## config.mk

```make
export PLATFORM = sky130hd
export DESIGN_NAME = AxiMaster_flat
export DESIGN_NICKNAME = d
export VERILOG_FILES = /design/src/verilog/axiPkg.sv /design/src/verilog/AxiIO.sv /design/src/verilog/AxiMaster.sv /design/src/flat_wrapper.sv
export VERILOG_INCLUDE_DIRS = /design/src /design/src/include
export SDC_FILE = /design/constraint.sdc
export NUM_CORES = 1
export LEC_CHECK = 0
export BUFFER_PORTS_ARGS = -buffer_cell sky130_fd_sc_hd__buf_4
export CORE_MARGIN = 5
export CORE_UTILIZATION = 55
export CTS_CLUSTER_DIAMETER = 50
export DETAILED_ROUTE_END_ITERATION = 10
export MAX_ROUTING_LAYER = met4
export PLACE_DENSITY = 0.75
export SLEW_MARGIN = 20
export SYNTH_ARGS = -nofsm -noshare
export SYNTH_HDL_FRONTEND = slang
export SYNTH_SLANG_ARGS = --single-unit
```

## constraint.sdc

```tcl
create_clock -name clk -period 7.3 [get_ports clk]
set_clock_uncertainty 0.15 [all_clocks]
set_input_delay 0.365 -clock clk [delete_from_list [all_inputs] [get_ports clk]]
set_output_delay 0.365 -clock clk [all_outputs]
set_load 0.02 [all_outputs]
```

## src/include/memDefs.svh

```systemverilog
`ifndef MEM_DEFS_SVH
`define MEM_DEFS_SVH

`define RST 1'b1

`endif

```

## src/verilog/axiPkg.sv

```systemverilog
package axiPkg;

    localparam int DATA_W = 64;
    localparam int ADDR_W = 32;
    localparam int ID_W = 4;
    localparam int STRB_W = DATA_W / 8;

    localparam logic [1:0] BURST_FIXED = 2'd0;
    localparam logic [1:0] BURST_INCR = 2'd1;

    // beat size codes as carried on the address channels.
    localparam logic [2:0] SIZE_1B = 3'd0;
    localparam logic [2:0] SIZE_2B = 3'd1;
    localparam logic [2:0] SIZE_4B = 3'd2;
    localparam logic [2:0] SIZE_8B = 3'd3;

    localparam logic [1:0] RESP_OKAY = 2'b00;

    // one memory word, seen either whole or as eight byte lanes.
    typedef union packed {
        logic [DATA_W-1:0] word;
        logic [STRB_W-1:0][7:0] bytes;
    } beatWord_t;

endpackage
```

## src/verilog/AxiIO.sv

```systemverilog
`timescale 1ns/1ns

interface AxiIO;
    import axiPkg::*;

    // read address channel.
    logic marValid;
    logic [ADDR_W-1:0] marAddr;
    logic [7:0] marLen;
    logic [2:0] marSize;
    logic [1:0] marBurst;
    logic [ID_W-1:0] marId;
    logic sarReady;

    // write address channel.
    logic mawValid;
    logic [ADDR_W-1:0] mawAddr;
    logic [7:0] mawLen;
    logic [2:0] mawSize;
    logic [1:0] mawBurst;
    logic [ID_W-1:0] mawId;
    logic sawReady;

    // write data channel.
    logic mwValid;
    logic [DATA_W-1:0] mwData;
    logic [STRB_W-1:0] mwStrb;
    logic mwLast;
    logic swReady;

    // read data and write response carry no ready from the master.
    logic srValid;
    logic [DATA_W-1:0] srData;
    logic [ID_W-1:0] srId;
    logic [1:0] srResp;
    logic srLast;
    logic sbValid;
    logic [ID_W-1:0] sbId;
    logic [1:0] sbResp;

    modport master (
        output marValid, marAddr, marLen, marSize, marBurst, marId,
        output mawValid, mawAddr, mawLen, mawSize, mawBurst, mawId,
        output mwValid, mwData, mwStrb, mwLast,
        input sarReady, sawReady, swReady,
        input srValid, srData, srId, srResp, srLast,
        input sbValid, sbId, sbResp
    );

    modport slave (
        input marValid, marAddr, marLen, marSize, marBurst, marId,
        input mawValid, mawAddr, mawLen, mawSize, mawBurst, mawId,
        input mwValid, mwData, mwStrb, mwLast,
        output sarReady, sawReady, swReady,
        output srValid, srData, srId, srResp, srLast,
        output sbValid, sbId, sbResp
    );

endinterface

```

## src/verilog/AxiMaster.sv

```systemverilog
`timescale 1ns/1ns
`include "memDefs.svh"

module AxiMaster (
    input logic clk,
    input logic rst,
    input logic cmdValid,
    input logic cmdWrite,
    input logic [axiPkg::ADDR_W-1:0] cmdAddr,
    input logic [3:0] cmdLen,
    input logic [1:0] cmdSize,
    input logic [1:0] cmdBurst,
    input logic wrValid,
    input logic [axiPkg::DATA_W-1:0] wrData,
    input logic [axiPkg::STRB_W-1:0] wrStrb,
    output logic rdValid,
    output logic [axiPkg::DATA_W-1:0] rdData,
    output logic rdLast,
    output logic wrDone,
    output logic busy,
    AxiIO.master axi
);
    import axiPkg::*;

    logic isWrite;
    logic addrValid;
    logic addrFire;
    logic dataPhase;
    logic [ADDR_W-1:0] curAddr;
    logic [3:0] curLen;
    logic [1:0] curSize;
    logic [1:0] curBurst;
    logic [ID_W-1:0] curId;
    logic [DATA_W-1:0] wrBuf [16];
    logic [STRB_W-1:0] strbBuf [16];
    logic [4:0] rcvCnt;
    logic [4:0] sendIdx;
    logic [3:0] lastIdx;
    logic capture;

    assign addrFire = addrValid && (isWrite ? axi.sawReady : axi.sarReady);
    assign capture = busy && isWrite && wrValid && !rcvCnt[4];
    // a FIXED burst carries a single beat.
    assign lastIdx = (curBurst == BURST_FIXED) ? 4'd0 : curLen;

    always_ff @(posedge clk) begin
        if (capture) begin
            wrBuf[rcvCnt[3:0]] <= wrData;
            strbBuf[rcvCnt[3:0]] <= wrStrb;
        end
    end

    always_ff @(posedge clk) begin
        if (rst == `RST) begin
            busy <= 1'b0;
            isWrite <= 1'b0;
            addrValid <= 1'b0;
            dataPhase <= 1'b0;
            rcvCnt <= '0;
            sendIdx <= '0;
            curId <= '0;
        end else begin
            if (cmdValid && !busy) begin
                busy <= 1'b1;
                isWrite <= cmdWrite;
                addrValid <= 1'b1;
                curAddr <= cmdAddr;
                curLen <= cmdLen;
                curSize <= cmdSize;
                curBurst <= (cmdBurst == BURST_INCR) ? BURST_INCR : BURST_FIXED;
                curId <= curId + 1'b1;
                rcvCnt <= '0;
                sendIdx <= '0;
            end
            if (addrFire) begin
                addrValid <= 1'b0;
                dataPhase <= isWrite;
            end
            if (capture) begin
                rcvCnt <= rcvCnt + 1'b1;
            end
            if (axi.mwValid && axi.swReady) begin
                sendIdx <= sendIdx + 1'b1;
                if (axi.mwLast) begin
                    dataPhase <= 1'b0;
                end
            end
            if (rdLast || wrDone) begin
                busy <= 1'b0;
            end
        end
    end

    assign axi.marValid = addrValid && !isWrite;
    assign axi.marAddr = curAddr;
    assign axi.marLen = {4'd0, curLen};
    assign axi.marSize = {1'b0, curSize};
    assign axi.marBurst = curBurst;
    assign axi.marId = curId;

    assign axi.mawValid = addrValid && isWrite;
    assign axi.mawAddr = curAddr;
    assign axi.mawLen = {4'd0, curLen};
    assign axi.mawSize = {1'b0, curSize};
    assign axi.mawBurst = curBurst;
    assign axi.mawId = curId;

    // a beat is offered only once the testbench has delivered it.
    assign axi.mwValid = dataPhase && (sendIdx < rcvCnt);
    assign axi.mwData = wrBuf[sendIdx[3:0]];
    assign axi.mwStrb = strbBuf[sendIdx[3:0]];
    assign axi.mwLast = (sendIdx[3:0] == lastIdx);

    assign rdValid = busy && !isWrite && axi.srValid && (axi.srId == curId);
    assign rdData = axi.srData;
    assign rdLast = rdValid && axi.srLast;
    assign wrDone = busy && isWrite && axi.sbValid && (axi.sbId == curId);

endmodule

```

## src/flat_wrapper.sv

```systemverilog
// flat-port wrapper written by rule: the top's interface ports become plain ports
module AxiMaster_flat import axiPkg::*;
  (clk, rst, cmdValid, cmdWrite, cmdAddr, cmdLen, cmdSize, cmdBurst, wrValid, wrData, wrStrb, rdValid, rdData, rdLast, wrDone, busy, axi_marValid, axi_marAddr, axi_marLen, axi_marSize, axi_marBurst, axi_marId, axi_mawValid, axi_mawAddr, axi_mawLen, axi_mawSize, axi_mawBurst, axi_mawId, axi_mwValid, axi_mwData, axi_mwStrb, axi_mwLast, axi_sarReady, axi_sawReady, axi_swReady, axi_srValid, axi_srData, axi_srId, axi_srResp, axi_srLast, axi_sbValid, axi_sbId, axi_sbResp);
  AxiIO axi_i ();
  input logic clk;
  input logic rst;
  input logic cmdValid;
  input logic cmdWrite;
  input logic [axiPkg::ADDR_W-1:0] cmdAddr;
  input logic [3:0] cmdLen;
  input logic [1:0] cmdSize;
  input logic [1:0] cmdBurst;
  input logic wrValid;
  input logic [axiPkg::DATA_W-1:0] wrData;
  input logic [axiPkg::STRB_W-1:0] wrStrb;
  output logic rdValid;
  output logic [axiPkg::DATA_W-1:0] rdData;
  output logic rdLast;
  output logic wrDone;
  output logic busy;
  output wire logic [$bits(axi_i.marValid)-1:0] axi_marValid;
  output wire logic [$bits(axi_i.marAddr)-1:0] axi_marAddr;
  output wire logic [$bits(axi_i.marLen)-1:0] axi_marLen;
  output wire logic [$bits(axi_i.marSize)-1:0] axi_marSize;
  output wire logic [$bits(axi_i.marBurst)-1:0] axi_marBurst;
  output wire logic [$bits(axi_i.marId)-1:0] axi_marId;
  output wire logic [$bits(axi_i.mawValid)-1:0] axi_mawValid;
  output wire logic [$bits(axi_i.mawAddr)-1:0] axi_mawAddr;
  output wire logic [$bits(axi_i.mawLen)-1:0] axi_mawLen;
  output wire logic [$bits(axi_i.mawSize)-1:0] axi_mawSize;
  output wire logic [$bits(axi_i.mawBurst)-1:0] axi_mawBurst;
  output wire logic [$bits(axi_i.mawId)-1:0] axi_mawId;
  output wire logic [$bits(axi_i.mwValid)-1:0] axi_mwValid;
  output wire logic [$bits(axi_i.mwData)-1:0] axi_mwData;
  output wire logic [$bits(axi_i.mwStrb)-1:0] axi_mwStrb;
  output wire logic [$bits(axi_i.mwLast)-1:0] axi_mwLast;
  input wire logic [$bits(axi_i.sarReady)-1:0] axi_sarReady;
  input wire logic [$bits(axi_i.sawReady)-1:0] axi_sawReady;
  input wire logic [$bits(axi_i.swReady)-1:0] axi_swReady;
  input wire logic [$bits(axi_i.srValid)-1:0] axi_srValid;
  input wire logic [$bits(axi_i.srData)-1:0] axi_srData;
  input wire logic [$bits(axi_i.srId)-1:0] axi_srId;
  input wire logic [$bits(axi_i.srResp)-1:0] axi_srResp;
  input wire logic [$bits(axi_i.srLast)-1:0] axi_srLast;
  input wire logic [$bits(axi_i.sbValid)-1:0] axi_sbValid;
  input wire logic [$bits(axi_i.sbId)-1:0] axi_sbId;
  input wire logic [$bits(axi_i.sbResp)-1:0] axi_sbResp;
  assign axi_marValid = axi_i.marValid;
  assign axi_marAddr = axi_i.marAddr;
  assign axi_marLen = axi_i.marLen;
  assign axi_marSize = axi_i.marSize;
  assign axi_marBurst = axi_i.marBurst;
  assign axi_marId = axi_i.marId;
  assign axi_mawValid = axi_i.mawValid;
  assign axi_mawAddr = axi_i.mawAddr;
  assign axi_mawLen = axi_i.mawLen;
  assign axi_mawSize = axi_i.mawSize;
  assign axi_mawBurst = axi_i.mawBurst;
  assign axi_mawId = axi_i.mawId;
  assign axi_mwValid = axi_i.mwValid;
  assign axi_mwData = axi_i.mwData;
  assign axi_mwStrb = axi_i.mwStrb;
  assign axi_mwLast = axi_i.mwLast;
  assign axi_i.sarReady = axi_sarReady;
  assign axi_i.sawReady = axi_sawReady;
  assign axi_i.swReady = axi_swReady;
  assign axi_i.srValid = axi_srValid;
  assign axi_i.srData = axi_srData;
  assign axi_i.srId = axi_srId;
  assign axi_i.srResp = axi_srResp;
  assign axi_i.srLast = axi_srLast;
  assign axi_i.sbValid = axi_sbValid;
  assign axi_i.sbId = axi_sbId;
  assign axi_i.sbResp = axi_sbResp;
  AxiMaster u_core (.clk(clk), .rst(rst), .cmdValid(cmdValid), .cmdWrite(cmdWrite), .cmdAddr(cmdAddr), .cmdLen(cmdLen), .cmdSize(cmdSize), .cmdBurst(cmdBurst), .wrValid(wrValid), .wrData(wrData), .wrStrb(wrStrb), .rdValid(rdValid), .rdData(rdData), .rdLast(rdLast), .wrDone(wrDone), .busy(busy), .axi(axi_i));
endmodule
```

Yosys cells after proc, flatten, opt, wreduce, memory -nomap -nowiden
Memories as Yosys holds them, arrays and structs flattened. A register that Yosys moved wholly into a read port is not among the register bits.
Cells that the tools add are included.

word-level totals
  output and inout bits = 242
  bits in registers = 58
  memory bits (writable) = 1152
  bits of input ports = 199
  memories kept = 2

memory list
  memory          depth  bits a word  read ports  clocked after Yosys merged registers in  wr ports  line             RTL
  u_core.wrBuf    16     64           1           1                                        1         AxiMaster.sv:34  logic [DATA_W-1:0] wrBuf [16];
  u_core.strbBuf  16     8            1           1                                        1         AxiMaster.sv:35  logic [STRB_W-1:0] strbBuf [16];

operators by class
  $lt $le $gt $ge = 1
  muxes and demuxes = 15
  reductions and logical operators = 25
  equality and inequality tests = 4
  add/sub/neg operators = 3
  bitwise gates (word level) = 1

operators with widths
  operator                                                         count
  4-bit 2-to-1 mux                                                 5
  1-bit logical AND                                                15
  5-bit 2-to-1 mux                                                 3
  4-bit == test                                                    3
  5-bit by 1-bit adder with 5-bit output, second input constant    2
  1-bit 2-to-1 mux                                                 7
  5-bit < comparator                                               1
  4-bit by 1-bit adder with 4-bit output, second input constant    1
  2-bit nonzero test                                               2
  2-bit OR reduction                                               2
  1-bit zero test                                                  3
  2-bit by 1-bit == test with 1-bit output, second input constant  1
  2-bit zero test                                                  1
  2-bit AND reduction                                              1
  1-bit logical OR                                                 1
  1-bit inverter                                                   1

Depth between registers and ports, before layout
  depth after elaboration = 7
  mapped depth = 8
  gate-level depth less buffers = 6

Worst setup path before layout
OpenSTA, ideal clock, no wires.

  path kind = register to register
  start = register u_core.isWrite
  end = memory u_core.strbBuf[3][0] (netlist name), enable pin
  arrival = 6.035 ns
  clock period less this slack = 6.776 ns
  setup time = 0.591 ns
  setup slack = 0.524 ns
  stages on the path, launching flop included = 6
  data required time = 6.559 ns
  cells stage by stage = dfxtp_1 > clkbuf_1 > and4b_1 > clkbuf_1 > nand2_1 > nor3_1

on the way
  word-level cells in the longest chain between the ends = 5

RTL lines
  element                                 line             RTL
  start: declaration                      AxiMaster.sv:25  logic isWrite;
  start signal: assignment                AxiMaster.sv:65  isWrite <= cmdWrite;
  1-bit logical AND (3 in series)         AxiMaster.sv:42  assign capture = busy && isWrite && wrValid && !rcvCnt[4];
  1-bit 2-to-1 mux                        AxiMaster.sv:47  if (capture) begin
  1-bit 2-to-1 mux (not written as such)  AxiMaster.sv:49  strbBuf[rcvCnt[3:0]] <= wrStrb;
  end: declaration                        AxiMaster.sv:35

No other way between the ends.

==> flow_summary.yaml <==
yosys:
  synth_edf_count: 1191
  synthTopCellsByCount: "1,191 x edfxtp_1, 360 x mux4_2, 139 x buf_4"
  ys_seq_area_share_pct: 77.7
  synth_most_common_cell: "edfxtp_1"
  ys_dominant_reg_cell: "edfxtp_1"
  yosys-top-cells-area: "edfxtp_1 77%, mux4_2 17%, buf_4 2.2%"
  ys_ff_latch: 1213
  async_reset_ff_share_pct: 0
  yosysTopAreaCellShare_pct: 76.8
  synth_area_um2: 46600
  yosys.area.top_type: "edfxtp_1"
  synth_area_per_cell_um2: 24.1
  yosysWarnings: 0
  synth_cell_types: 40
  synth_cells: 1932
final_layout:
  nNetsFinal: 2524
  utilization_pct: 65.3
  drive_gt1_share_pct: 37.6
  fill_cells: 5242
  area_growth_pct: 17.4
route:
  avgRoutedWirePerCell_um: 28.9
  drt_iter0_drc: 2227
  ant_nets: 0
  avgViaCountPerCell: 6.06
  dr_total_vias: 21608
  routed_wl_mm: 103
  drcViolationCount: 0
  drtPass1Iterations: 5
timing:
  timing.final.crit_share_pct: 56.5
  setup_violations: 0
  rsz0062_at_grt: "false"
  layout_min_cycle_time_ns: 4.12
  worst_hold_slack_ns: 0.219
  finalSetupTns_ns: 0
  slew_violations: 0
  final_hold_viol_count: 0
  slew_headroom_pct: 30.3
  timing_worst_slew_pin_value_ns: 1.05
  max_freq_mhz: 243
  worst_slack_ns: 3.18
worst_setup_path:
  worstSetupPathType: "flip-flop to primary output"
  cp_max_fo: 84
  crit_path_start_kind: "flip-flop"
  worst_path_dominant_cell_family: "multiplexers"
  reg2reg_depth: 5
  cp_slowest_cell: "dfxtp_4"
  worst_ep_required_time_ns: 6.78
  reg2reg_setup_slack_ns: 3.60
  crit_buf_inv: 2
  r2r-start: "u_core.isWrite"
  cp.arrival_ns: 3.61
  path_common_cell: "mux4_2"
  worstSetupEndpointType: "primary output"
  critical_path.max_stage_delay_ns: 0.90
  path_cells: "buf_12 -> mux4_2 -> mux4_2 -> buf_4"
  timing.rr.end: "u_core.wrBuf[15][39]"
grt:
  grt_pass1_vias: 22900
  grtUsageTotal_pct: 23.4
  grt_overflow: 0
  antenna_found_initial: 8
  grt_first_pass_wirelength_mm: 152
  grt_start_max_net_pins: 164
cts:
  cts.sinks: 1213
  path_clk_slew_ns: 0.06
  clockBufferDepth: 3
  cts_setup_buffers: 0
  cts_tree: "done"
  clk_latency_ns: 0.66
  cts-root-buf: "clkbuf_16"
  numCtsBuffers: 119
  htree_levels: 3
placed_design:
  place_hpwl_mm: 52.2
  portBuffers: 296
  pre_cts_slack_ns: 3.56
  gp_congestion: 0.828
die:
  die_w_um: 301
  core-area_um2: 83800
  die-area_um2: 90600
  initial_core_util_pct: 55.6
  io_pins: 441
  die_y_um: 301
  row_count: 106
worst_hold_path:
  hold_end: "u_core.rcvCnt[0]"
  min_path_type: "input pin to flip-flop"
  holdPathStages: 4
  hold_start: "wrValid"
job:
  maxCapViolations: 0
pwr:
  peakVddDrop_mv: 0.211
  p_per_area_nw_per_um2: 259
  leakagePower_nw: 17.2
run_status:
  status: "complete, no violations"
-- how the worst max path moves through the flow --
stage	to	cells past startpoint	startpoint	slack (ns)
after floorplan	u_core.strbBuf[3][0]	5	u_core.isWrite	0.52
after global placement	u_core.wrBuf[15][39]	5	u_core.isWrite	3.63
after detailed placement	u_core.wrBuf[15][39]	5	u_core.isWrite	3.56
after CTS	axi_mwData[17]	4	flip-flop	3.03
after global routing	axi_mwData[17]	4	flip-flop	2.89
final	axi_mwData[17]	4	flip-flop	3.18
-- cells in the final DEF, fill, tap and decap left out, types with 10 or more instances in the layout --
cell type,synthesis,layout
xnor2_1,10,10
buf_4,139,332
mux4_2,360,360
conb_1,1,12
clkbuf_1,43,19
edfxtp_1,1191,1191
clkinv_1,0,19
clkbuf_16,0,120
nand2_1,21,21
nor2_4,0,13
dlygate4sd3_1,0,121
clkinv_2,0,28
dfxtp_1,22,18
a21oi_1,14,14
ha_1,10,10
diode_2,0,11
bufinv_16,0,18
nor2_1,25,12
-- kinds of logic (layout without fill, tap and decap cells) --
kind of cell	after synthesis	count (layout)	synth area share, %
DFF	1213	1213	77.7
muxes	361	361	17.4
buffers and inverters	216	692	2.99
and+or+nand+nor	83	83	0.862
AOI/OAI and AO/OA	32	32	0.446
xor gates and xnor gates	16	16	0.301
adders and majority gates	10	10	0.269
other	1	23	0.00805
-- registers in the layout, indices dropped and copies added (netlist names), 2 cells and up, named ones only --
signal,cells
u_core.sendIdx,5
u_core.axi.marId,4
u_core.axi.marAddr,32
u_core.rcvCnt,5
u_core.strbBuf,128
u_core.wrBuf,1024
u_core.curSize,2
u_core.curLen,4
-- power by group --
group / leakage [nW] / internal [mW] / switching (mW)
registers: 10.9 / 7.66 / 0.0134
logic: 4.34 / 0.130 / 0.171
clock network: 1.97 / 3.66 / 2.55
-- tightest hold or removal path, delay by kind of cell --
kind	cells	cell delay, ns
buffers and inverters	1	0.10
xor gates and xnor gates	1	0.17
and+or+nand+nor	2	0.34
-- through the flow --
step | total power [mW] | cells | instance area (um^2)
after floorplan | 7.95 | 1943 | 46600
after global placement | 8.04 | 3206 | 49400
after detailed placement | 8.06 | 3206 | 49400
after CTS | 14.3 | 3552 | 54700
after global routing | 14.6 | 3562 | 54700
final | 14.2 | 3564 | 54700
-- routing by layer --
metal / part of all wire [%] / up-vias / routed length, um / GRT usage [%]
met5: 0 / - / 0 / -
li1: - / 8893 / - / -
met4: 2.0 / 0 / 2050 / 5.89
met1: 39 / 11687 / 39800 / 31.3
met2: 53 / 892 / 54300 / 38.7
met3: 6.7 / 136 / 6900 / 3.70
-- cell type report --
type / count / area [um^2] / area share, %
antenna: 11 / 27.5 / 0.0503
clock buffer: 139 / 3070 / 5.62
clock inverter: 86 / 965 / 1.76
inverter: 8 / 30.0 / 0.0549
multi-input combinational: 514 / 9160 / 16.7
sequential: 1213 / 36200 / 66.2
tap: 1134 / 1420 / 2.59
timing repair buffer: 459 / 3830 / 7.00
-- timing repair --
action                    in CTS  in global routing
hold buffers                 121                  0
hold endpoints to repair    1213                  0
gates resized for setup        0                  0
(Power assumes the default switching activity.)
